## config.mk

```make
export PLATFORM = sky130hd
export DESIGN_NAME = xadc_monitor_top
export DESIGN_NICKNAME = d
export VERILOG_FILES = /design/src/rtl/xadc_pkg.sv /design/src/rtl/xadc_sequencer.sv /design/src/rtl/sample_averager.sv /design/src/rtl/limit_monitor.sv /design/src/rtl/xadc_monitor_top.sv
export SDC_FILE = /design/constraint.sdc
export NUM_CORES = 1
export LEC_CHECK = 0
export ABC_AREA = 0
export BUFFER_PORTS_ARGS = -buffer_cell sky130_fd_sc_hd__buf_2
export CAP_MARGIN = 10
export CORE_ASPECT_RATIO = 0.9
export CORE_MARGIN = 5
export CORE_UTILIZATION = 40
export DETAILED_ROUTE_END_ITERATION = 7
export PLACE_DENSITY_LB_ADDON = 0.08
export SYNTH_ARGS = -nofsm -noshare
export SYNTH_HDL_FRONTEND = slang
export SYNTH_SLANG_ARGS = --single-unit
```

## constraint.sdc

```tcl
create_clock -name clk -period 2.8 [get_ports clk]
set_input_delay 0.56 -clock clk [delete_from_list [all_inputs] [get_ports clk]]
set_output_delay 0.56 -clock clk [all_outputs]
set_load 0.02 [all_outputs]
```

## src/rtl/xadc_pkg.sv

```systemverilog
package xadc_pkg;

	//////////////////////////////////////////////////
	// data path

	localparam int CODE_W = 16;                 // raw adc code width

	//////////////////////////////////////////////////
	// power-up timing, in clk cycles

	localparam int RESET_HOLD_CYCLES = 256;     // adc reset held after system reset
	localparam int SETTLE_CYCLES     = 256;     // wait after release before first read

	// one counter covers both phases, sized for the longer one
	localparam int SEQ_CNT_W = (RESET_HOLD_CYCLES > SETTLE_CYCLES) ?
		$clog2(RESET_HOLD_CYCLES) : $clog2(SETTLE_CYCLES);

	//////////////////////////////////////////////////
	// averaging

	localparam int AVG_LOG2 = 2;                // block of 4 samples

	//////////////////////////////////////////////////
	// over-temp thresholds, same encoding as the alarm regs

	localparam logic [CODE_W-1:0] TEMP_SET_CODE   = 16'hb5ed;  // ~85 C, raise flag
	localparam logic [CODE_W-1:0] TEMP_CLEAR_CODE = 16'ha93a;  // ~60 C, drop flag

endpackage

```

## src/rtl/xadc_sequencer.sv

```systemverilog
`timescale 1ns/1ps

module xadc_sequencer import xadc_pkg::*; (
	input  logic              clk,
	input  logic              rst_n,
	input  logic              adc_eoc,       // end of conversion pulse
	input  logic              drp_rdy,       // read data strobe from adc
	input  logic [CODE_W-1:0] drp_do,        // read data, valid with drp_rdy
	output logic              adc_reset,     // held high during power-up
	output logic              drp_en,        // one-cycle read request
	output logic              sample_valid,  // decimated sample strobe
	output logic [CODE_W-1:0] sample_code    // decimated sample
);

	//////////////////////////////////////////////////
	// state and counters

	typedef enum logic [1:0] {
		ST_HOLD,      // adc kept in reset
		ST_SETTLE,    // adc released, not yet usable
		ST_WAIT_EOC,  // idle until a conversion ends
		ST_WAIT_RDY   // read outstanding
	} state_t;

	localparam logic [SEQ_CNT_W-1:0] HOLD_LAST   = SEQ_CNT_W'(RESET_HOLD_CYCLES - 1);
	localparam logic [SEQ_CNT_W-1:0] SETTLE_LAST = SEQ_CNT_W'(SETTLE_CYCLES - 1);

	state_t               state;
	logic [SEQ_CNT_W-1:0] cnt;         // shared by hold and settle
	logic                 fwd_toggle;  // forward every second read

	assign adc_reset = (state == ST_HOLD);  // high straight out of reset

	//////////////////////////////////////////////////
	// control fsm

	always_ff @(posedge clk) begin
		if (!rst_n) begin
			state        <= ST_HOLD;
			cnt          <= '0;
			drp_en       <= 1'b0;
			sample_valid <= 1'b0;
			fwd_toggle   <= 1'b0;          // first read is dropped
		end else begin
			drp_en       <= 1'b0;          // pulses by default
			sample_valid <= 1'b0;

			case (state)
				ST_HOLD: begin
					cnt <= cnt + 1'b1;
					if (cnt == HOLD_LAST) begin
						cnt   <= '0;
						state <= ST_SETTLE;  // adc_reset drops here
					end
				end

				ST_SETTLE: begin
					cnt <= cnt + 1'b1;
					if (cnt == SETTLE_LAST) begin
						cnt   <= '0;
						state <= ST_WAIT_EOC;
					end
				end

				ST_WAIT_EOC: begin
					// request goes out the cycle after eoc, then we go busy
					if (drp_en)
						state <= ST_WAIT_RDY;
					else if (adc_eoc)
						drp_en <= 1'b1;
				end

				ST_WAIT_RDY: begin
					if (drp_rdy) begin
						sample_valid <= fwd_toggle;   // dual adc, new data every other read
						fwd_toggle   <= ~fwd_toggle;
						state        <= ST_WAIT_EOC;
					end
				end

				default: state <= ST_HOLD;
			endcase
		end
	end

	// read data capture
	always_ff @(posedge clk) begin
		if (state == ST_WAIT_RDY && drp_rdy)
			sample_code <= drp_do;
	end

	//////////////////////////////////////////////////
	// checks

	// no second request while one is pending
	a_no_en_busy: assert property (@(posedge clk) disable iff (!rst_n)
		state == ST_WAIT_RDY |-> !drp_en)
		else $error("drp_en raised with a read outstanding");

	// adc answers only reads we actually issued
	a_rdy_in_busy: assert property (@(posedge clk) disable iff (!rst_n)
		drp_rdy |-> state == ST_WAIT_RDY)
		else $error("drp_rdy seen with no read outstanding");

endmodule

```

## src/rtl/sample_averager.sv

```systemverilog
`timescale 1ns/1ps

module sample_averager import xadc_pkg::*; (
	input  logic              clk,
	input  logic              rst_n,
	input  logic              sample_valid,  // input strobe
	input  logic [CODE_W-1:0] sample_code,   // input sample
	output logic              avg_valid,     // one pulse per block
	output logic [CODE_W-1:0] avg_code       // floor of block mean
);

	localparam int ACC_W = CODE_W + AVG_LOG2;  // room for a full block sum

	logic [ACC_W-1:0]    acc;       // running sum of the current block
	logic [AVG_LOG2-1:0] smp_cnt;   // samples taken so far
	logic [ACC_W-1:0]    blk_sum;   // sum including the incoming sample
	logic                blk_last;  // incoming sample closes the block

	assign blk_sum  = acc + ACC_W'(sample_code);
	assign blk_last = (smp_cnt == {AVG_LOG2{1'b1}});

	//////////////////////////////////////////////////
	// accumulate

	always_ff @(posedge clk) begin
		if (!rst_n) begin
			acc       <= '0;
			smp_cnt   <= '0;
			avg_valid <= 1'b0;
		end else begin
			avg_valid <= 1'b0;
			if (sample_valid) begin
				smp_cnt <= smp_cnt + 1'b1;  // wraps at block end
				if (blk_last) begin
					acc       <= '0;        // next block starts fresh
					avg_valid <= 1'b1;
				end else begin
					acc <= blk_sum;
				end
			end
		end
	end

	// mean is the top bits of the sum
	always_ff @(posedge clk) begin
		if (sample_valid && blk_last)
			avg_code <= blk_sum[ACC_W-1:AVG_LOG2];
	end

	//////////////////////////////////////////////////
	// checks

	a_avg_after_smp: assert property (@(posedge clk) disable iff (!rst_n)
		avg_valid |-> $past(sample_valid))
		else $error("avg_valid without a preceding sample");

endmodule

```

## src/rtl/limit_monitor.sv

```systemverilog
`timescale 1ns/1ps

module limit_monitor import xadc_pkg::*; (
	input  logic              clk,
	input  logic              rst_n,
	input  logic              avg_valid,  // new average strobe
	input  logic [CODE_W-1:0] avg_code,   // averaged temp code
	output logic              over_temp   // hysteresis flag
);

	logic hit_set;    // at or above the raise threshold
	logic hit_clear;  // at or below the drop threshold

	assign hit_set   = (avg_code >= TEMP_SET_CODE);
	assign hit_clear = (avg_code <= TEMP_CLEAR_CODE);

	//////////////////////////////////////////////////
	// flag update

	always_ff @(posedge clk) begin
		if (!rst_n) begin
			over_temp <= 1'b0;
		end else if (avg_valid) begin
			if (hit_set)
				over_temp <= 1'b1;
			else if (hit_clear)
				over_temp <= 1'b0;
			// middle band keeps the old value
		end
	end

	//////////////////////////////////////////////////
	// checks

	// flag only moves on a fresh average
	a_flag_on_avg: assert property (@(posedge clk) disable iff (!rst_n)
		$changed(over_temp) |-> $past(avg_valid))
		else $error("over_temp changed without a new average");

endmodule

```

## src/rtl/xadc_monitor_top.sv

```systemverilog
`timescale 1ns/1ps

module xadc_monitor_top import xadc_pkg::*; (
	input  logic              clk,
	input  logic              rst_n,
	input  logic              adc_eoc,       // from adc
	input  logic              drp_rdy,       // from adc
	input  logic [CODE_W-1:0] drp_do,        // from adc
	output logic              adc_reset,     // to adc
	output logic              drp_en,        // to adc
	output logic              sample_valid,  // decimated raw stream
	output logic [CODE_W-1:0] sample_code,
	output logic              avg_valid,     // block means
	output logic [CODE_W-1:0] avg_code,
	output logic              over_temp      // alarm flag
);

	//////////////////////////////////////////////////
	// adc control and decimation

	xadc_sequencer u_seq (
		.clk          (clk),
		.rst_n        (rst_n),
		.adc_eoc      (adc_eoc),
		.drp_rdy      (drp_rdy),
		.drp_do       (drp_do),
		.adc_reset    (adc_reset),
		.drp_en       (drp_en),
		.sample_valid (sample_valid),
		.sample_code  (sample_code)
	);

	//////////////////////////////////////////////////
	// block mean

	sample_averager u_avg (
		.clk          (clk),
		.rst_n        (rst_n),
		.sample_valid (sample_valid),
		.sample_code  (sample_code),
		.avg_valid    (avg_valid),
		.avg_code     (avg_code)
	);

	// over-temp with hysteresis
	limit_monitor u_lim (
		.clk       (clk),
		.rst_n     (rst_n),
		.avg_valid (avg_valid),
		.avg_code  (avg_code),
		.over_temp (over_temp)
	);

endmodule

```

==> impl_metrics.tcl, run 1 <==
set metrics [dict create \
    clk_latency_ns 0.34 \
    drtPass1Iterations 4 \
    hp-class "in -> reg" \
    cts_tree "done" \
    vias 2503 \
    core_um2 8110 \
    setup_tns_ns 0 \
    finalMaxSlewViolations 0 \
    dp_hpwl_um 5660 \
    criticalPathCategory "reg -> reg" \
    leakagePower_nw 1.60 \
    cp-start-kind "flip-flop" \
    ctsHoldBuffers 0 \
    cp_data_required_time_ns 3.03 \
    yosysWarnings 0 \
    cts-root-buf "clkbuf_8" \
    synth_flop_cell "dfxtp_1" \
    ys_ff_latch 67 \
    antenna_found_initial 0 \
    peakVddDrop_mv 0.333 \
    maxCapViolCount 0 \
    slew_headroom_pct 49.7 \
    final_common_cell "buf_2" \
    n_fill_cell 768 \
    final_cell_mix "buf_2, dfxtp_1, edfxtp_1, a21oi_1, ha_1" \
    cts.reportedPaths.clkPinSlew_ns 0.08 \
    synth_seq_area_share_pct 49.8 \
    clock_sinks 67 \
    vias_per_cell 5.34 \
    cp-startpoint "u_seq.sample_code[0]" \
    gp_congestion 0.860 \
    route.detailed.drc 0 \
    drive_gt1_share_pct 22.4 \
    r2r_start "u_seq.sample_code[0]" \
    skew_ns 0.00799 \
    finalSetupViolations 0 \
    nNetsFinal 404 \
    hold_viol 0 \
    diodes 0 \
    track_usage_pct 15.7 \
    path_cells "ha_1 > fa_1 > a21o_2 > a221oi_4 > nand2_2 > a211oi_2 > xnor2_1 > a22o_1" \
    num_io_pins 57 \
    rsz0062_at_grt "false" \
    grt_overflow_total 0 \
    syn_area_um2 3340 \
    cp_slowest_cell "fa_1" \
    dieWidth_um 106 \
    worstPathArrival_ns 2.67 \
    syn2layout_area_growth_pct 18.3 \
    dpl_cell_area_um2 3690 \
    status "finished clean" \
    cp_max_fo 3 \
    max_slew.worst_pin.slew_ns 0.754 \
    grt_max_degree 36 \
    critical_path.max_stage_delay_ns 0.41 \
    grt_pass1_wl_um 12800 \
    ant_nets 0 \
    syn_area_per_cell_um2 10.7 \
    power_density_nw_per_um2 522 \
    final_cell_area_um2 3950 \
    critPathCaptureType "flip-flop" \
    htree_levels 3 \
    async_reset_ff_share_pct 0 \
    row_count 31 \
    cts_resized 0 \
    wl_per_cell_um 16.2 \
    wirelength_um 7620 \
    synth_edf_count 32 \
    synth_fp_nets 350 \
    grt_pass1_vias 2485 \
    drt_iter0_drc 134 \
    cts_buffer_depth 2 \
    min-delay-start "drp_do[8]" \
    yosysUniqueCellTypes 56 \
    cts_setup_buffers 0 \
    die_y_um 96.7 \
    start_util_pct 41.2 \
    synth_cells 311 \
    die-area_um2 10300 \
    finalCriticalPeriod_ns 2.43 \
    portBuffers 56 \
    fmax_mhz 411 \
    min_period_over_period_pct 86.9 \
    cts_made_buffers 9 \
]
## flip-flops by register name, summed over array words and instances, names as in the netlist
| name | flops |
|---|---|
| u_seq.state | 2 |
| u_lim.over_temp | 1 |
| u_seq.sample_code | 16 |
| u_seq.drp_en | 1 |
| u_avg.acc | 18 |
| u_seq.sample_valid | 1 |
| u_seq.fwd_toggle | 1 |
| u_avg.avg_valid | 1 |
| u_avg.smp_cnt | 2 |
| u_avg.avg_code | 16 |
| u_seq.cnt | 8 |
## per-stage QoR
step	util, %	power [W]	worst slack [ns]	hold WS [ns]	std cells
final	48.7	0.00206	0.366	0.387	469
after global routing	48.7	0.00213	0.266	0.370	469
after CTS	48.7	0.00208	0.380	0.371	469
after detailed placement	45.5	0.00109	0.393	0.442	453
after global placement	45.5	0.00108	0.419	0.431	453
after floorplan	-	0.00107	0.419	0.436	311
## final cells by class
type | instances | area (um2) | area share, %
multi-input combinational | 223 | 1590 | 40.2
tap | 99 | 124 | 3.14
clock buffer | 12 | 178 | 4.50
sequential | 67 | 1660 | 42.1
clock inverter | 4 | 77.6 | 1.97
inverter | 6 | 22.5 | 0.571
timing repair buffer | 58 | 295 | 7.48
## kinds of logic after synthesis
logic type | share of synthesized area, %
buf+inv | 2.62
mux | 1.20
fa+ha+maj | 7.35
simple gates | 15.5
flops | 49.8
xor+xnor | 6.30
compound gates | 17.2
## critical path, delay by kind of cell (launching register included)
kind,cells,cell delay (ns)
AO/OA/AOI/OAI,4,1.03
AND/OR/NAND/NOR,1,0.12
XOR/XNOR,1,0.12
flip-flops,1,0.40
adder cells (fa/ha/maj),2,0.66
## routing by layer
metal | global-route usage (%) | up-vias | part of all wire, %
met4 | 3.78 | 0 | 0.81
met5 | 0 | - | 0
met3 | 5.19 | 6 | 5.6
met2 | 24.1 | 61 | 45
met1 | 21.3 | 1184 | 48
li1 | - | 1252 | -
## power by group
group	leakage, nW	switching (W)	total, W	internal, W
clock network	0.127	0.000382	0.000996	0.000613
registers	0.568	0.00000331	0.00103	0.00102
logic	0.906	0.0000176	0.0000358	0.0000182
total	1.60	0.000403	0.00206	0.00165
## Yosys cell counts (all sizes together), types with 10 or more instances
cell type | n | area (um2)
a21oi | 21 | 109
and3 | 11 | 75.1
clkbuf | 11 | 42.5
dfxtp | 35 | 701
edfxtp | 32 | 961
ha | 18 | 225
nand2 | 18 | 70.1
nand3 | 12 | 60.1
nor2 | 13 | 48.8
nor2b | 15 | 93.8
o21ai | 13 | 68.8
xnor2 | 14 | 123
xor2 | 10 | 87.6
## final timing paths
| path | to | slack [ns] | cells after the start |
|---|---|---|---|
| worst max-delay path | u_avg.acc[14] | 0.37 | 8 |
| worst min register to register | u_seq.drp_en | 0.45 | 1 |
| worst max register to register | u_avg.acc[14] | 0.37 | 8 |
| worst min-delay path | u_seq.sample_code[8] | 0.39 | 1 |
Power figures use the tool's default switching activity.
==> run 2: changes to the inputs <==
PLACE_DENSITY = 0.58   (was unset)
PLACE_DENSITY_LB_ADDON = unset   (was 0.08)
SLEW_MARGIN = 25   (was unset)
==> run 2 against run 1 <==
First-iteration DRC count fell by 48%. Non-clock buffer count unchanged. Setup slack improved by 0.049 ns.
==> impl_metrics.tcl, run 2 (synthesized netlist as in run 1, its figures left out) <==
set metrics [dict create \
    path_cells "ha_1 > fa_1 > a21o_2 > a221oi_4 > nand2_2 > a211oi_2 > xnor2_1 > a22o_1" \
    final_cell_mix "buf_2, dfxtp_1, edfxtp_1, a21oi_1, ha_1" \
    cts.reportedPaths.clkPinSlew_ns 0.07 \
    syn2layout_area_growth_pct 17.1 \
    cts_tree "done" \
    criticalPathCategory "reg -> reg" \
    rsz0062_at_grt "false" \
    r2r_slack_ns 0.41 \
    skew_ns 0.00729 \
    power_density_nw_per_um2 485 \
    holdPathEnd "u_seq.sample_code[10]" \
    clk_latency_ns 0.34 \
    clock_sinks 67 \
    cp-start-kind "flip-flop" \
    die-area_um2 10300 \
    grt_pass1_vias 2424 \
    cp_data_required_time_ns 3.03 \
    min-delay-start "drp_do[10]" \
    num_io_pins 57 \
    dp_cells 453 \
    maxCapViolCount 0 \
    wl_per_cell_um 15.6 \
    r2r-end "u_avg.acc[14]" \
    leakagePower_nw 1.59 \
    row_count 31 \
    vias 2475 \
    setup_tns_ns 0 \
    diodes 0 \
    max_slew.worst_pin.slew_ns 0.742 \
    finalCriticalPeriod_ns 2.39 \
    finalMaxSlewViolations 0 \
    drive_gt1_share_pct 22.4 \
    grt_max_degree 36 \
    antenna_found_initial 0 \
    cp_max_fo 3 \
    cts-root-buf "clkbuf_8" \
    whs_path_depth 1 \
    ant_nets 0 \
    cts_resized 0 \
    dp_hpwl_um 5520 \
    regArea_um2 1660 \
    nNetsFinal 404 \
    peakVddDrop_mv 0.232 \
    route.detailed.drc 0 \
    grt_overflow_total 0 \
    dieWidth_um 106 \
    n_fill_cell 764 \
    worstPathArrival_ns 2.62 \
    htree_levels 3 \
    cts_buffer_depth 2 \
    vias_per_cell 5.28 \
    cts_setup_buffers 0 \
    wirelength_um 7320 \
    gp_congestion 0.816 \
    start_util_pct 41.2 \
    track_usage_pct 14.7 \
    die_y_um 96.7 \
    min_period_over_period_pct 85.2 \
    critPathCaptureType "flip-flop" \
    fin_cells 469 \
    drt_iter0_drc 70 \
    core_um2 8110 \
    slew_headroom_pct 50.6 \
    cts_made_buffers 9 \
    status "finished clean" \
    fmax_mhz 419 \
    ctsHoldBuffers 0 \
    final_common_cell "buf_2" \
    multi_input_area_um2 1590 \
    portBuffers 56 \
    grt_pass1_wl_um 12000 \
    finalSetupViolations 0 \
    worstRegToRegCells 8 \
    critical_path.max_stage_delay_ns 0.40 \
    hp-class "in -> reg" \
    drtPass1Iterations 4 \
    hold_viol 0 \
    reg_top3 "u_avg.acc: 18 flops, u_avg.avg_code: 16 flops, u_seq.sample_code: 16 flops" \
    largest_reg_flops 18 \
    top_register "u_avg.acc" \
    r2r_start "u_seq.sample_code[0]" \
    cp_slowest_cell "fa_1" \
]
[run 2: worst max path at each step]
stage               slack [ns]                  from  depth (start not counted)                 end
floorplan                 0.42  u_seq.sample_code[0]                          8        u_avg.acc[8]
global placement          0.44  u_seq.sample_code[0]                          8       u_avg.acc[14]
detailed placement        0.44  u_seq.sample_code[0]                          8       u_avg.acc[14]
CTS                       0.41  u_seq.sample_code[0]                          8       u_avg.acc[14]
global route              0.28  u_seq.sample_code[4]                          7  u_avg.avg_code[13]
finish                    0.41  u_seq.sample_code[0]                          8       u_avg.acc[14]
[run 2: power breakdown]
group          internal [W]  switching (W)
registers           0.00102     0.00000338
clock network      0.000478       0.000353
logic             0.0000182      0.0000171
total               0.00152       0.000374
[run 2: cell type report]
cell class | instances | area share (%)
multi-input cells | 223 | 40.6
clock inverters | 2 | 0.288
clock buffers | 14 | 5.25
flip-flops and latches | 67 | 42.5
well taps | 99 | 3.17
inverters | 6 | 0.576
repair buffers | 58 | 7.56
[run 2: critical path, delay by kind of cell, from the launching register on]
family / cells / cell delay (ns)
xor+xnor: 1 / 0.12
compound gates: 4 / 1.04
fa+ha+maj: 2 / 0.64
simple gates: 1 / 0.11
flops: 1 / 0.38
[run 2: per-layer routing]
layer / vias to the layer above / wire (um) / GRT usage (%)
li1: 1262 / - / -
met1: 1165 / 3420 / 19.1
met2: 46 / 3510 / 23.6
met3: 2 / 349 / 5.13
met4: 0 / 33 / 3.59
met5: - / 0 / 0
[run 2: stage by stage]
| stage | hold WS, ns | setup slack, ns | total power [W] | util (%) | instance area (um2) |
|---|---|---|---|---|---|
| final | 0.394 | 0.415 | 0.00189 | 48.2 | 3910 |
| after detailed placement | 0.435 | 0.436 | 0.00109 | 45.5 | 3690 |
| after floorplan | 0.436 | 0.419 | 0.00107 | - | 3340 |
| after global placement | 0.428 | 0.443 | 0.00108 | 45.5 | 3690 |
| after CTS | 0.371 | 0.412 | 0.00193 | 48.2 | 3910 |
| after global routing | 0.364 | 0.276 | 0.00197 | 48.2 | 3910 |
